--- src/rtl/rotator_pkg.sv ---
package rotator_pkg;

  // Beat geometry.
  localparam int word_width = 8;
  localparam int lanes      = 4;
  localparam int data_width = word_width * lanes;

  // Largest kernel and channel counts a bank must hold.
  localparam int kw_max     = 3;
  localparam int cin_max    = 8;
  localparam int bank_depth = kw_max * cin_max;
  localparam int addr_bits  = $clog2(bank_depth);

  // Replays of one kernel set.
  localparam int reps_max = 16;

  // Counter widths for the config fields.
  localparam int kw_bits   = $clog2(kw_max);
  localparam int cin_bits  = $clog2(cin_max);
  localparam int reps_bits = $clog2(reps_max);

  // Config beat from the low bits of its data.
  typedef struct packed {
    logic [kw_bits-1:0]   kw_1;
    logic [cin_bits-1:0]  cin_1;
    logic [reps_bits-1:0] reps_1;
  } rot_cfg_t;

  localparam int cfg_bits = $bits(rot_cfg_t);

  // Sideband that travels with every output beat.
  typedef struct packed {
    logic [kw_bits-1:0] kw_1;
    logic               first_pass;
    logic               cin_last;
    logic               pass_end;
  } rot_user_t;

  // One output beat of a bank.
  typedef struct packed {
    logic [data_width-1:0] data;
    rot_user_t             user;
    logic                  last;
  } bank_out_t;

  // Bank life cycle.
  typedef enum logic [1:0] {
    bank_empty,
    bank_fill,
    bank_full,
    bank_drain
  } bank_state_e;

endpackage

--- src/rtl/weight_bank.sv ---
module weight_bank import rotator_pkg::*; (
  input  logic                  aclk,
  input  logic                  rst_n,
  input  logic                  wr_valid,
  input  logic                  wr_last,
  input  logic [data_width-1:0] wr_data,
  output logic                  wr_ready,
  input  logic                  rd_ready,
  output logic                  rd_valid,
  output bank_out_t             rd_beat
);

  bank_state_e state;
  rot_cfg_t    cfg;

  logic [data_width-1:0] mem [bank_depth];
  logic [addr_bits-1:0]  wr_addr;
  logic [addr_bits-1:0]  rd_addr;

  // Drain position.
  logic [kw_bits-1:0]   col;
  logic [cin_bits-1:0]  ch;
  logic [reps_bits-1:0] pass;
  logic                 issue_done;

  // Memory read stage.
  logic                  fetch_vld;
  logic [data_width-1:0] mem_q;
  rot_user_t             fetch_user;
  logic                  fetch_last;

  // Output register.
  logic      out_vld;
  bank_out_t out_beat;

  logic wr_fire;
  logic out_xfer;
  logic load_out;
  logic rd_en;
  logic col_end;
  logic ch_end;
  logic pass_end;
  logic last_pass;

  assign wr_ready = (state == bank_empty) || (state == bank_fill);
  assign wr_fire  = wr_valid && wr_ready;

  assign out_xfer = out_vld && rd_ready;
  assign load_out = fetch_vld && (!out_vld || out_xfer);

  // Fetch only when the read stage will be free next cycle.
  assign rd_en = (state == bank_drain) && !issue_done && (!fetch_vld || load_out);

  assign col_end   = (col == cfg.kw_1);
  assign ch_end    = (ch == cfg.cin_1);
  assign pass_end  = col_end && ch_end;
  assign last_pass = (pass == cfg.reps_1);

  assign rd_valid = out_vld;
  assign rd_beat  = out_beat;

  always_ff @(posedge aclk) begin
    if (!rst_n) begin
      state   <= bank_empty;
      cfg     <= '0;
      wr_addr <= '0;
    end else begin
      case (state)
        bank_empty: begin
          if (wr_fire) begin
            cfg     <= rot_cfg_t'(wr_data[cfg_bits-1:0]);
            wr_addr <= '0;
            state   <= bank_fill;
          end
        end
        bank_fill: begin
          if (wr_fire) begin
            wr_addr <= wr_addr + 1'b1;
            if (wr_last) begin
              state <= bank_full;
            end
          end
        end
        bank_full: begin
          // Wait for this bank's read turn.
          if (rd_ready) begin
            state <= bank_drain;
          end
        end
        bank_drain: begin
          if (out_xfer && out_beat.last) begin
            state <= bank_empty;
          end
        end
        default: state <= bank_empty;
      endcase
    end
  end

  always_ff @(posedge aclk) begin
    if ((state == bank_fill) && wr_fire) begin
      mem[wr_addr] <= wr_data;
    end
  end

  // Walk columns inside channels inside passes.
  always_ff @(posedge aclk) begin
    if (!rst_n) begin
      rd_addr    <= '0;
      col        <= '0;
      ch         <= '0;
      pass       <= '0;
      issue_done <= 1'b0;
    end else if (state == bank_full) begin
      rd_addr    <= '0;
      col        <= '0;
      ch         <= '0;
      pass       <= '0;
      issue_done <= 1'b0;
    end else if (rd_en) begin
      if (pass_end) begin
        rd_addr <= '0;
        col     <= '0;
        ch      <= '0;
        pass    <= pass + 1'b1;
        if (last_pass) begin
          issue_done <= 1'b1;
        end
      end else begin
        rd_addr <= rd_addr + 1'b1;
        if (col_end) begin
          col <= '0;
          ch  <= ch + 1'b1;
        end else begin
          col <= col + 1'b1;
        end
      end
    end
  end

  always_ff @(posedge aclk) begin
    if (!rst_n) begin
      fetch_vld <= 1'b0;
    end else if (rd_en) begin
      fetch_vld <= 1'b1;
    end else if (load_out) begin
      fetch_vld <= 1'b0;
    end
  end

  // Flags ride along with the memory read.
  always_ff @(posedge aclk) begin
    if (rd_en) begin
      mem_q                 <= mem[rd_addr];
      fetch_user.kw_1       <= cfg.kw_1;
      fetch_user.first_pass <= (pass == '0);
      fetch_user.cin_last   <= ch_end;
      fetch_user.pass_end   <= pass_end;
      fetch_last            <= pass_end && last_pass;
    end
  end

  always_ff @(posedge aclk) begin
    if (!rst_n) begin
      out_vld <= 1'b0;
    end else if (load_out) begin
      out_vld <= 1'b1;
    end else if (out_xfer) begin
      out_vld <= 1'b0;
    end
  end

  always_ff @(posedge aclk) begin
    if (load_out) begin
      out_beat.data <= mem_q;
      out_beat.user <= fetch_user;
      out_beat.last <= fetch_last;
    end
  end

endmodule

--- src/rtl/bank_sched.sv ---
module bank_sched import rotator_pkg::*; (
  input  logic                  aclk,
  input  logic                  rst_n,

  // Input stream.
  input  logic                  s_valid,
  input  logic                  s_last,
  input  logic [data_width-1:0] s_data,
  output logic                  s_ready,

  // Output stream.
  input  logic                  m_ready,
  output logic                  m_valid,
  output bank_out_t             m_beat,

  // Bank write side.
  output logic [1:0]            wr_valid,
  output logic [1:0]            wr_last,
  output logic [data_width-1:0] wr_data,
  input  logic [1:0]            wr_ready,

  // Bank read side.
  input  logic [1:0]            rd_valid,
  input  bank_out_t [1:0]       rd_beat,
  output logic [1:0]            rd_ready
);

  logic wr_turn;
  logic rd_turn;
  logic ready_en;

  logic s_fire;
  logic m_fire;

  // Input stays closed for the first cycle out of reset.
  always_ff @(posedge aclk) begin
    if (!rst_n) begin
      ready_en <= 1'b0;
    end else begin
      ready_en <= 1'b1;
    end
  end

  assign s_ready = ready_en && wr_ready[wr_turn];
  assign s_fire  = s_valid && s_ready;

  assign m_valid = rd_valid[rd_turn];
  assign m_beat  = rd_beat[rd_turn];
  assign m_fire  = m_valid && m_ready;

  // Write side steering.
  always_comb begin
    wr_valid = '0;
    wr_last  = '0;
    wr_valid[wr_turn] = s_valid && ready_en;
    wr_last[wr_turn]  = s_last;
  end

  assign wr_data = s_data;

  // Only the bank whose turn it is sees m_ready.
  always_comb begin
    rd_ready = '0;
    rd_ready[rd_turn] = m_ready;
  end

  // Write turn flips at the end of each input packet.
  always_ff @(posedge aclk) begin
    if (!rst_n) begin
      wr_turn <= 1'b0;
    end else if (s_fire && s_last) begin
      wr_turn <= ~wr_turn;
    end
  end

  // Read turn flips after the final replayed beat.
  always_ff @(posedge aclk) begin
    if (!rst_n) begin
      rd_turn <= 1'b0;
    end else if (m_fire && m_beat.last) begin
      rd_turn <= ~rd_turn;
    end
  end

endmodule

--- src/rtl/weight_rotator.sv ---
module weight_rotator import rotator_pkg::*; (
  input  logic                  aclk,
  input  logic                  rst_n,
  input  logic                  s_valid,
  input  logic                  s_last,
  input  logic [data_width-1:0] s_data,
  output logic                  s_ready,
  input  logic                  m_ready,
  output logic                  m_valid,
  output bank_out_t             m_beat
);

  logic [1:0]            wr_valid;
  logic [1:0]            wr_last;
  logic [data_width-1:0] wr_data;
  logic [1:0]            wr_ready;
  logic [1:0]            rd_valid;
  bank_out_t [1:0]       rd_beat;
  logic [1:0]            rd_ready;

  // Ping bank.
  weight_bank i_bank0 (
    .aclk     (aclk),
    .rst_n    (rst_n),
    .wr_valid (wr_valid[0]),
    .wr_last  (wr_last[0]),
    .wr_data  (wr_data),
    .wr_ready (wr_ready[0]),
    .rd_ready (rd_ready[0]),
    .rd_valid (rd_valid[0]),
    .rd_beat  (rd_beat[0])
  );

  // Pong bank.
  weight_bank i_bank1 (
    .aclk     (aclk),
    .rst_n    (rst_n),
    .wr_valid (wr_valid[1]),
    .wr_last  (wr_last[1]),
    .wr_data  (wr_data),
    .wr_ready (wr_ready[1]),
    .rd_ready (rd_ready[1]),
    .rd_valid (rd_valid[1]),
    .rd_beat  (rd_beat[1])
  );

  bank_sched i_bank_sched (
    .aclk     (aclk),
    .rst_n    (rst_n),
    .s_valid  (s_valid),
    .s_last   (s_last),
    .s_data   (s_data),
    .s_ready  (s_ready),
    .m_ready  (m_ready),
    .m_valid  (m_valid),
    .m_beat   (m_beat),
    .wr_valid (wr_valid),
    .wr_last  (wr_last),
    .wr_data  (wr_data),
    .wr_ready (wr_ready),
    .rd_valid (rd_valid),
    .rd_beat  (rd_beat),
    .rd_ready (rd_ready)
  );

endmodule

--- config.mk ---
export PLATFORM = sky130hd
export DESIGN_NAME = weight_rotator
export DESIGN_NICKNAME = d
export VERILOG_FILES = /design/src/rtl/rotator_pkg.sv /design/src/rtl/weight_bank.sv /design/src/rtl/bank_sched.sv /design/src/rtl/weight_rotator.sv
export SDC_FILE = /design/constraint.sdc
export NUM_CORES = 2
export LEC_CHECK = 0
export BUFFER_PORTS_ARGS = -buffer_cell sky130_fd_sc_hd__buf_2
export CAP_MARGIN = 5
export CORE_UTILIZATION = 24
export CTS_BUF_LIST = sky130_fd_sc_hd__clkbuf_8
export CTS_CLUSTER_SIZE = 14
export DETAILED_ROUTE_END_ITERATION = 16
export GPL_TIMING_DRIVEN = 0
export PLACE_DENSITY_LB_ADDON = 0.1
export SKIP_LAST_GASP = 1
export SLEW_MARGIN = 20
export SYNTH_ARGS = -nofsm -noshare
export SYNTH_HDL_FRONTEND = slang
export SYNTH_SLANG_ARGS = --single-unit
--- constraint.sdc ---
create_clock -name aclk -period 9.25 [get_ports aclk]
set_input_delay 0.4625 -clock aclk [delete_from_list [all_inputs] [get_ports aclk]]
set_output_delay 0.4625 -clock aclk [all_outputs]
set_load 0.01 [all_outputs]
* Yosys cells after proc, flatten, opt, wreduce, memory -nomap -nowiden
Memories as Yosys holds them, arrays and structs flattened. A register that Yosys moved wholly into a read port is not among the register bits.
Index checks and enable logic that the tools add are counted.
** Operators by class
- Bitwise logic cells :: 6
- $add $sub $neg :: 10
- Order comparisons :: 4
- Reduce and logical (&&, ||, !) cells :: 64
- Muxes and demuxes :: 51
- Equality and inequality tests :: 22
** Operator list (number)
- 2-to-1 mux 38 bit :: 2
- 2-to-1 mux 5 bit :: 6
- 2-to-1 mux 2 bit :: 14
- logical AND 1 bit :: 26
- adder 5 x 1 -> 5 bit (second input constant) :: 4
- case mux 5 bit (2 select lines) :: 2
- 2-to-1 mux 1 bit :: 19
- inequality test 2 x 1 -> 1 bit (second input constant) :: 8
- case mux 2 bit (4 select lines) :: 2
- nonzero test 2 bit :: 8
- 2-to-1 mux 3 bit :: 4
- AND reduction 2 bit :: 6
- AND reduction 3 bit :: 4
- AND reduction 5 bit :: 2
- adder 4 x 1 -> 4 bit (second input constant) :: 2
- equality test 2 bit (second input constant) :: 4
- equality test 4 bit :: 2
- logical NOT 4 bit :: 2
- adder 3 x 1 -> 3 bit (second input constant) :: 2
- bitwise AND 2 bit :: 3
- equality test 3 bit :: 2
- logical NOT 1 bit :: 6
- logical OR 1 bit :: 6
- adder 2 x 1 -> 2 bit (second input constant) :: 2
- 9 further kinds :: 19
** Word-level totals
- Output and inout bits :: 40
- Input bits :: 37
- Register bits after elaboration :: 157
- Memories :: 2
- Word-level logic and storage cells :: 208
- Memory bits (writable) :: 1536
** Memories
- i_bank0.mem :: depth 24, width 32, rd ports 1, clocked after memory_dff 1, wr ports 1, line weight_bank.sv:16 : logic [data_width-1:0] mem [bank_depth];
- i_bank1.mem :: depth 24, width 32, rd ports 1, clocked after memory_dff 1, wr ports 1, line weight_bank.sv:16

* Longest topological paths before layout
- Depth after elaboration :: 11
- Depth in mapped cells :: 8

* By module
A second synthesis with hierarchy kept.
** Second synthesis, totals
- Cells, all modules :: 3688
- Area, all modules :: 68336.8 um2
** By module, submodules not included
- weight_bank at i_bank1 :: instances 1, area an instance 33698.6 um2, seq. area each 26004.9 um2, cells an instance 1819
- weight_bank at i_bank0 :: instances 1, area an instance 33564.7 um2, seq. area each 26004.9 um2, cells an instance 1774
- bank_sched :: instances 1, area an instance 1073.5 um2, seq. area each 60.1 um2, cells an instance 95

* Worst setup path after synthesis
Ideal clock, no wire load.
- Path kind :: reg-to-reg
- From :: register i_bank_sched.rd_turn
- To :: register i_bank0.out_beat (netlist bit i_bank0.rd_beat[0]) (enable)
- Clock period less this slack :: 3920 ps
- Buffers on the path :: 1
- Path slack :: 5330 ps
- Arrival time :: 3428 ps
- Library setup time :: 492 ps
- Cell stages (with the launch flop) :: 4
- Cells stage by stage :: dfxtp_1 buf_2 nand2b_1 a21boi_0
** On the way
- Word-level cells in the longest chain between the ends :: 8
- Elaborated cells between the ends (all ways) :: 9
- Those cells by class :: order compare (2); mux (2); bitwise (1); reduce/logical (4)
** RTL lines
- start: declaration :: line bank_sched.sv:29 : logic rd_turn;
- start signal: assignment :: line bank_sched.sv:81 : rd_turn <= ~rd_turn;
- < comparator 1 x 2 -> 1 bit (implied by the code) / >= comparator 1 bit (equally long branches) :: line bank_sched.sv:64 : rd_ready[rd_turn] = m_ready;
- logical AND 1 bit (implied by the code) :: line bank_sched.sv:64
- 2-to-1 mux 1 bit (implied by the code) :: line bank_sched.sv:64
- demux 1 bit (select 1 bit) (*)
- bitwise AND 2 bit (no source line) (*)
- logical AND 1 bit (*) :: line weight_bank.sv:48 : assign out_xfer = out_vld && rd_ready;
- logical OR 1 bit (*) :: line weight_bank.sv:49 : assign load_out = fetch_vld && (!out_vld || out_xfer);
- logical AND 1 bit (*) :: line weight_bank.sv:49
- named net i_bank0.load_out :: line weight_bank.sv:38 : logic load_out;
- end: declaration :: line weight_bank.sv:34 : bank_out_t out_beat;
Mark *: on every way through the listed nets, which the timed path passes. The rest lies on a longest branch.
A chain may end at the register's enable or synchronous reset.

==> impl_metrics.yaml <==
yosys:
  yosys_warnings: 0
  synth_nets: 3669
  synth_top_cells_by_area: "edfxtp_1 75%, mux2i_1 7.7%, mux4_2 4.3%, dfxtp_1 2.0%, a22oi_1 1.9%"
  synth_ff_type: "edfxtp_1"
  synthArstFlopShare: 0
  synth_top_area_cell: "edfxtp_1"
  synth-seq-cells: 1757
  synth_edf_count: 1688
  syn_inst: 3608
  yosysMostFrequentCell: "edfxtp_1"
  synthesis.area_um2: 67800
  yosysSeqAreaShare: 0.768
  synth_top_area_share: 0.748
  synth_commonest_cells: "1688 x edfxtp_1, 520 x mux2i_1, 170 x a22oi_1, 128 x mux4_2, 127 x nand2_1"
  ys_types: 62
  avgSynthCellArea_um2: 18.8
clock_tree:
  clock_latency_ns: 0.97
  cts_tree: "yes"
  path_clk_slew_ns: 0.06
  clock-sinks: 1757
  cts_max_path_buffers: 4
  cts-root-buf: "clkbuf_8"
  cts_htree_levels: 5
  cts_buffers: 326
power_and_ir_drop:
  seq_power_share: 0.539
  p_sw_mw: 3.82
  clkPwrFrac: 0.420
  peakVddDrop_mv: 0.0936
  cellLeakagePower_nw: 24.2
  power.density_nw_per_um2: 201
  combinationalPowerShare: 0.041
  p_int_mw: 12.5
  p_sw_frac: 0.234
routing:
  antenna_left: 0
  first_pass_iters: 5
  wl_per_cell_um: 28.3
  drtIter0Drc: 2799
  dr_wl_met3_um: 14500
  met1_length_um: 105000
  drc: 0
  met2WireLength_um: 103000
  vias: 35800
  via_per_inst: 4.43
  top_layer_used: "met5"
  wl_um: 228000
layout:
  regArea_um2: 52100
  fillers: 28000
  multi_input_area_um2: 14900
  drive_gt1_frac: 0.206
  fin_area_um2: 81000
  final_nets: 4165
  syn2layout_area_growth_pct: 19.5
placement:
  numPortBuffers: 76
  place_area_um2: 75100
  gp_congestion: 0.745
  dp.final_hpwl_um: 151000
timing:
  finalSetupTns_ns: 0
  hold_viol_final: 0
  fin_crit_sh: 0.379
  fmax_mhz: 285
  worstMarginPinSlew_ns: 1.15
  finalMaxSlewViolations: 0
  period_minus_slack_ns: 3.51
  finClkSkew_ns: 0.0620
  setup_viol: 0
  grt_setup_unrepaired: "no"
  slew_headroom: 0.236
die:
  io_pins: 77
  start_util: 0.242
  die_area_um2: 285000
  die_h_um: 533
  core-area_um2: 280000
  rows: 194
  die_x_um: 533
setup_path:
  critPathArrivalTime_ns: 3.05
  slowest_stage: "buf_1"
  crit_required_ns: 8.79
  reg2reg_from: "i_bank1.rd_addr[2]"
  startpoint_type: "flop"
  path_max_fanout: 10
  critPathMostFrequentCell: "buf_2"
  crit_chain: "buf_2 -> buf_1 -> mux2_2 -> buf_2"
  path_class: "reg -> out"
  end_kind: "output port"
  crit_path_max_incr_delay_ns: 0.86
  worstSetupStartpoint: "i_bank_sched.rd_turn"
grt:
  grt_pass1_vias: 36800
  grt_max_degree: 51
  grt.overflow.total: 0
  antenna_found_initial: 27
  grt_usage: 0.158
  grt_pass1_wl_um: 311000
worst_hold_path:
  hp-start: "s_data[14]"
  worst_hold_path_type: "in -> reg"
run_status:
  status: "complete, no violations"
run:
  maxCapViolCount: 0
-- flip-flops by register name, indices dropped and copies added (netlist names), 9 cells and up --
register,count
i_bank1.mem_q,32
i_bank1.cfg,9
i_bank0.rd_beat,38
i_bank0.mem_q,32
i_bank1.rd_beat,38
i_bank0.mem,768
i_bank0.cfg,9
i_bank1.mem,768
-- layer usage --
metal	GRT usage	vias to the layer above
li1	-	15700
met1	0.224	18800
met2	0.246	948
met3	0.0289	307
met4	0.0449	12
met5	0	-
-- layout make-up --
class	count	share of cell area
repair buffers	168	0.0294
flip-flops and latches	1757	0.643
inverters	26	0.00130
plain buffers	198	0.0136
diodes	20	0.000618
clock inverters	223	0.0134
well taps	3724	0.0575
clock buffers	336	0.0571
multi-input cells	1627	0.184
-- path summary, 6_finish.rpt --
path	endpoint	slack, ns	depth (start not counted)
max	m_beat[34]	5.74	4
min	i_bank0.mem[13][14]	0.06	1
max reg2reg	i_bank1.mem_q[25]	5.89	6
min reg2reg	i_bank1.rd_beat[37]	0.39	0
-- logic make-up after synthesis --
group | after synthesis | synth area share
AOI/OAI and AO/OA | 460 | 0.0502
muxes | 687 | 0.126
and+or+nand+nor | 432 | 0.0308
buffers and inverters | 224 | 0.0176
xor gates and xnor gates | 24 | 0.00310
adders and majority gates | 24 | 0.00443
DFF | 1757 | 0.768
-- cell usage in the layout (no fill, tap or decap), types with 64 or more instances in the layout --
cell / instances
nand3_1: 115
clkbuf_8: 336
clkbuf_1: 64
edfxtp_1: 1688
mux4_2: 128
a22oi_1: 170
a221oi_1: 91
inv_1: 144
clkinv_1: 68
dfxtp_1: 69
buf_2: 126
nand2_1: 127
mux2i_1: 520
-- what timing repair did --
| item | 4_1_cts | 5_1_grt |
|---|---|---|
| hold endpoints to repair | 83 | 0 |
| setup buffers | 0 | 0 |
| hold buffers | 12 | 0 |
| resized for setup | 0 | 0 |
-- critical path, delay by kind of cell, from the launching register on --
family	cells	cell delay (ns)
multiplexers	1	0.53
buffers and inverters	3	1.23
flip-flops	1	0.30
-- through the flow --
step / worst slack, ns / hold WS [ns] / utilization / power [mW] / instances
2_1_floorplan: 5.33 / 0.400 / - / 9.26 / 3608
3_3_place_gp: 2.01 / 0.400 / 0.260 / 9.62 / 7408
3_5_place_dp: 5.89 / 0.405 / 0.268 / 9.64 / 7488
4_1_cts: 5.63 / 0.00451 / 0.289 / 16.6 / 8059
5_1_grt: 5.59 / 0.0230 / 0.289 / 16.9 / 8063
6_report: 5.74 / 0.0636 / 0.289 / 16.3 / 8079
-- power by group through the flow --
stage	logic (mW)	registers [mW]	clock network [mW]
floorplan	0.317	8.95	0
global placement	0.661	8.96	0
detailed placement	0.683	8.95	0
CTS	0.689	8.79	7.10
global route	0.720	8.79	7.40
finish	0.666	8.79	6.84
Power figures use the tool's default switching activity.
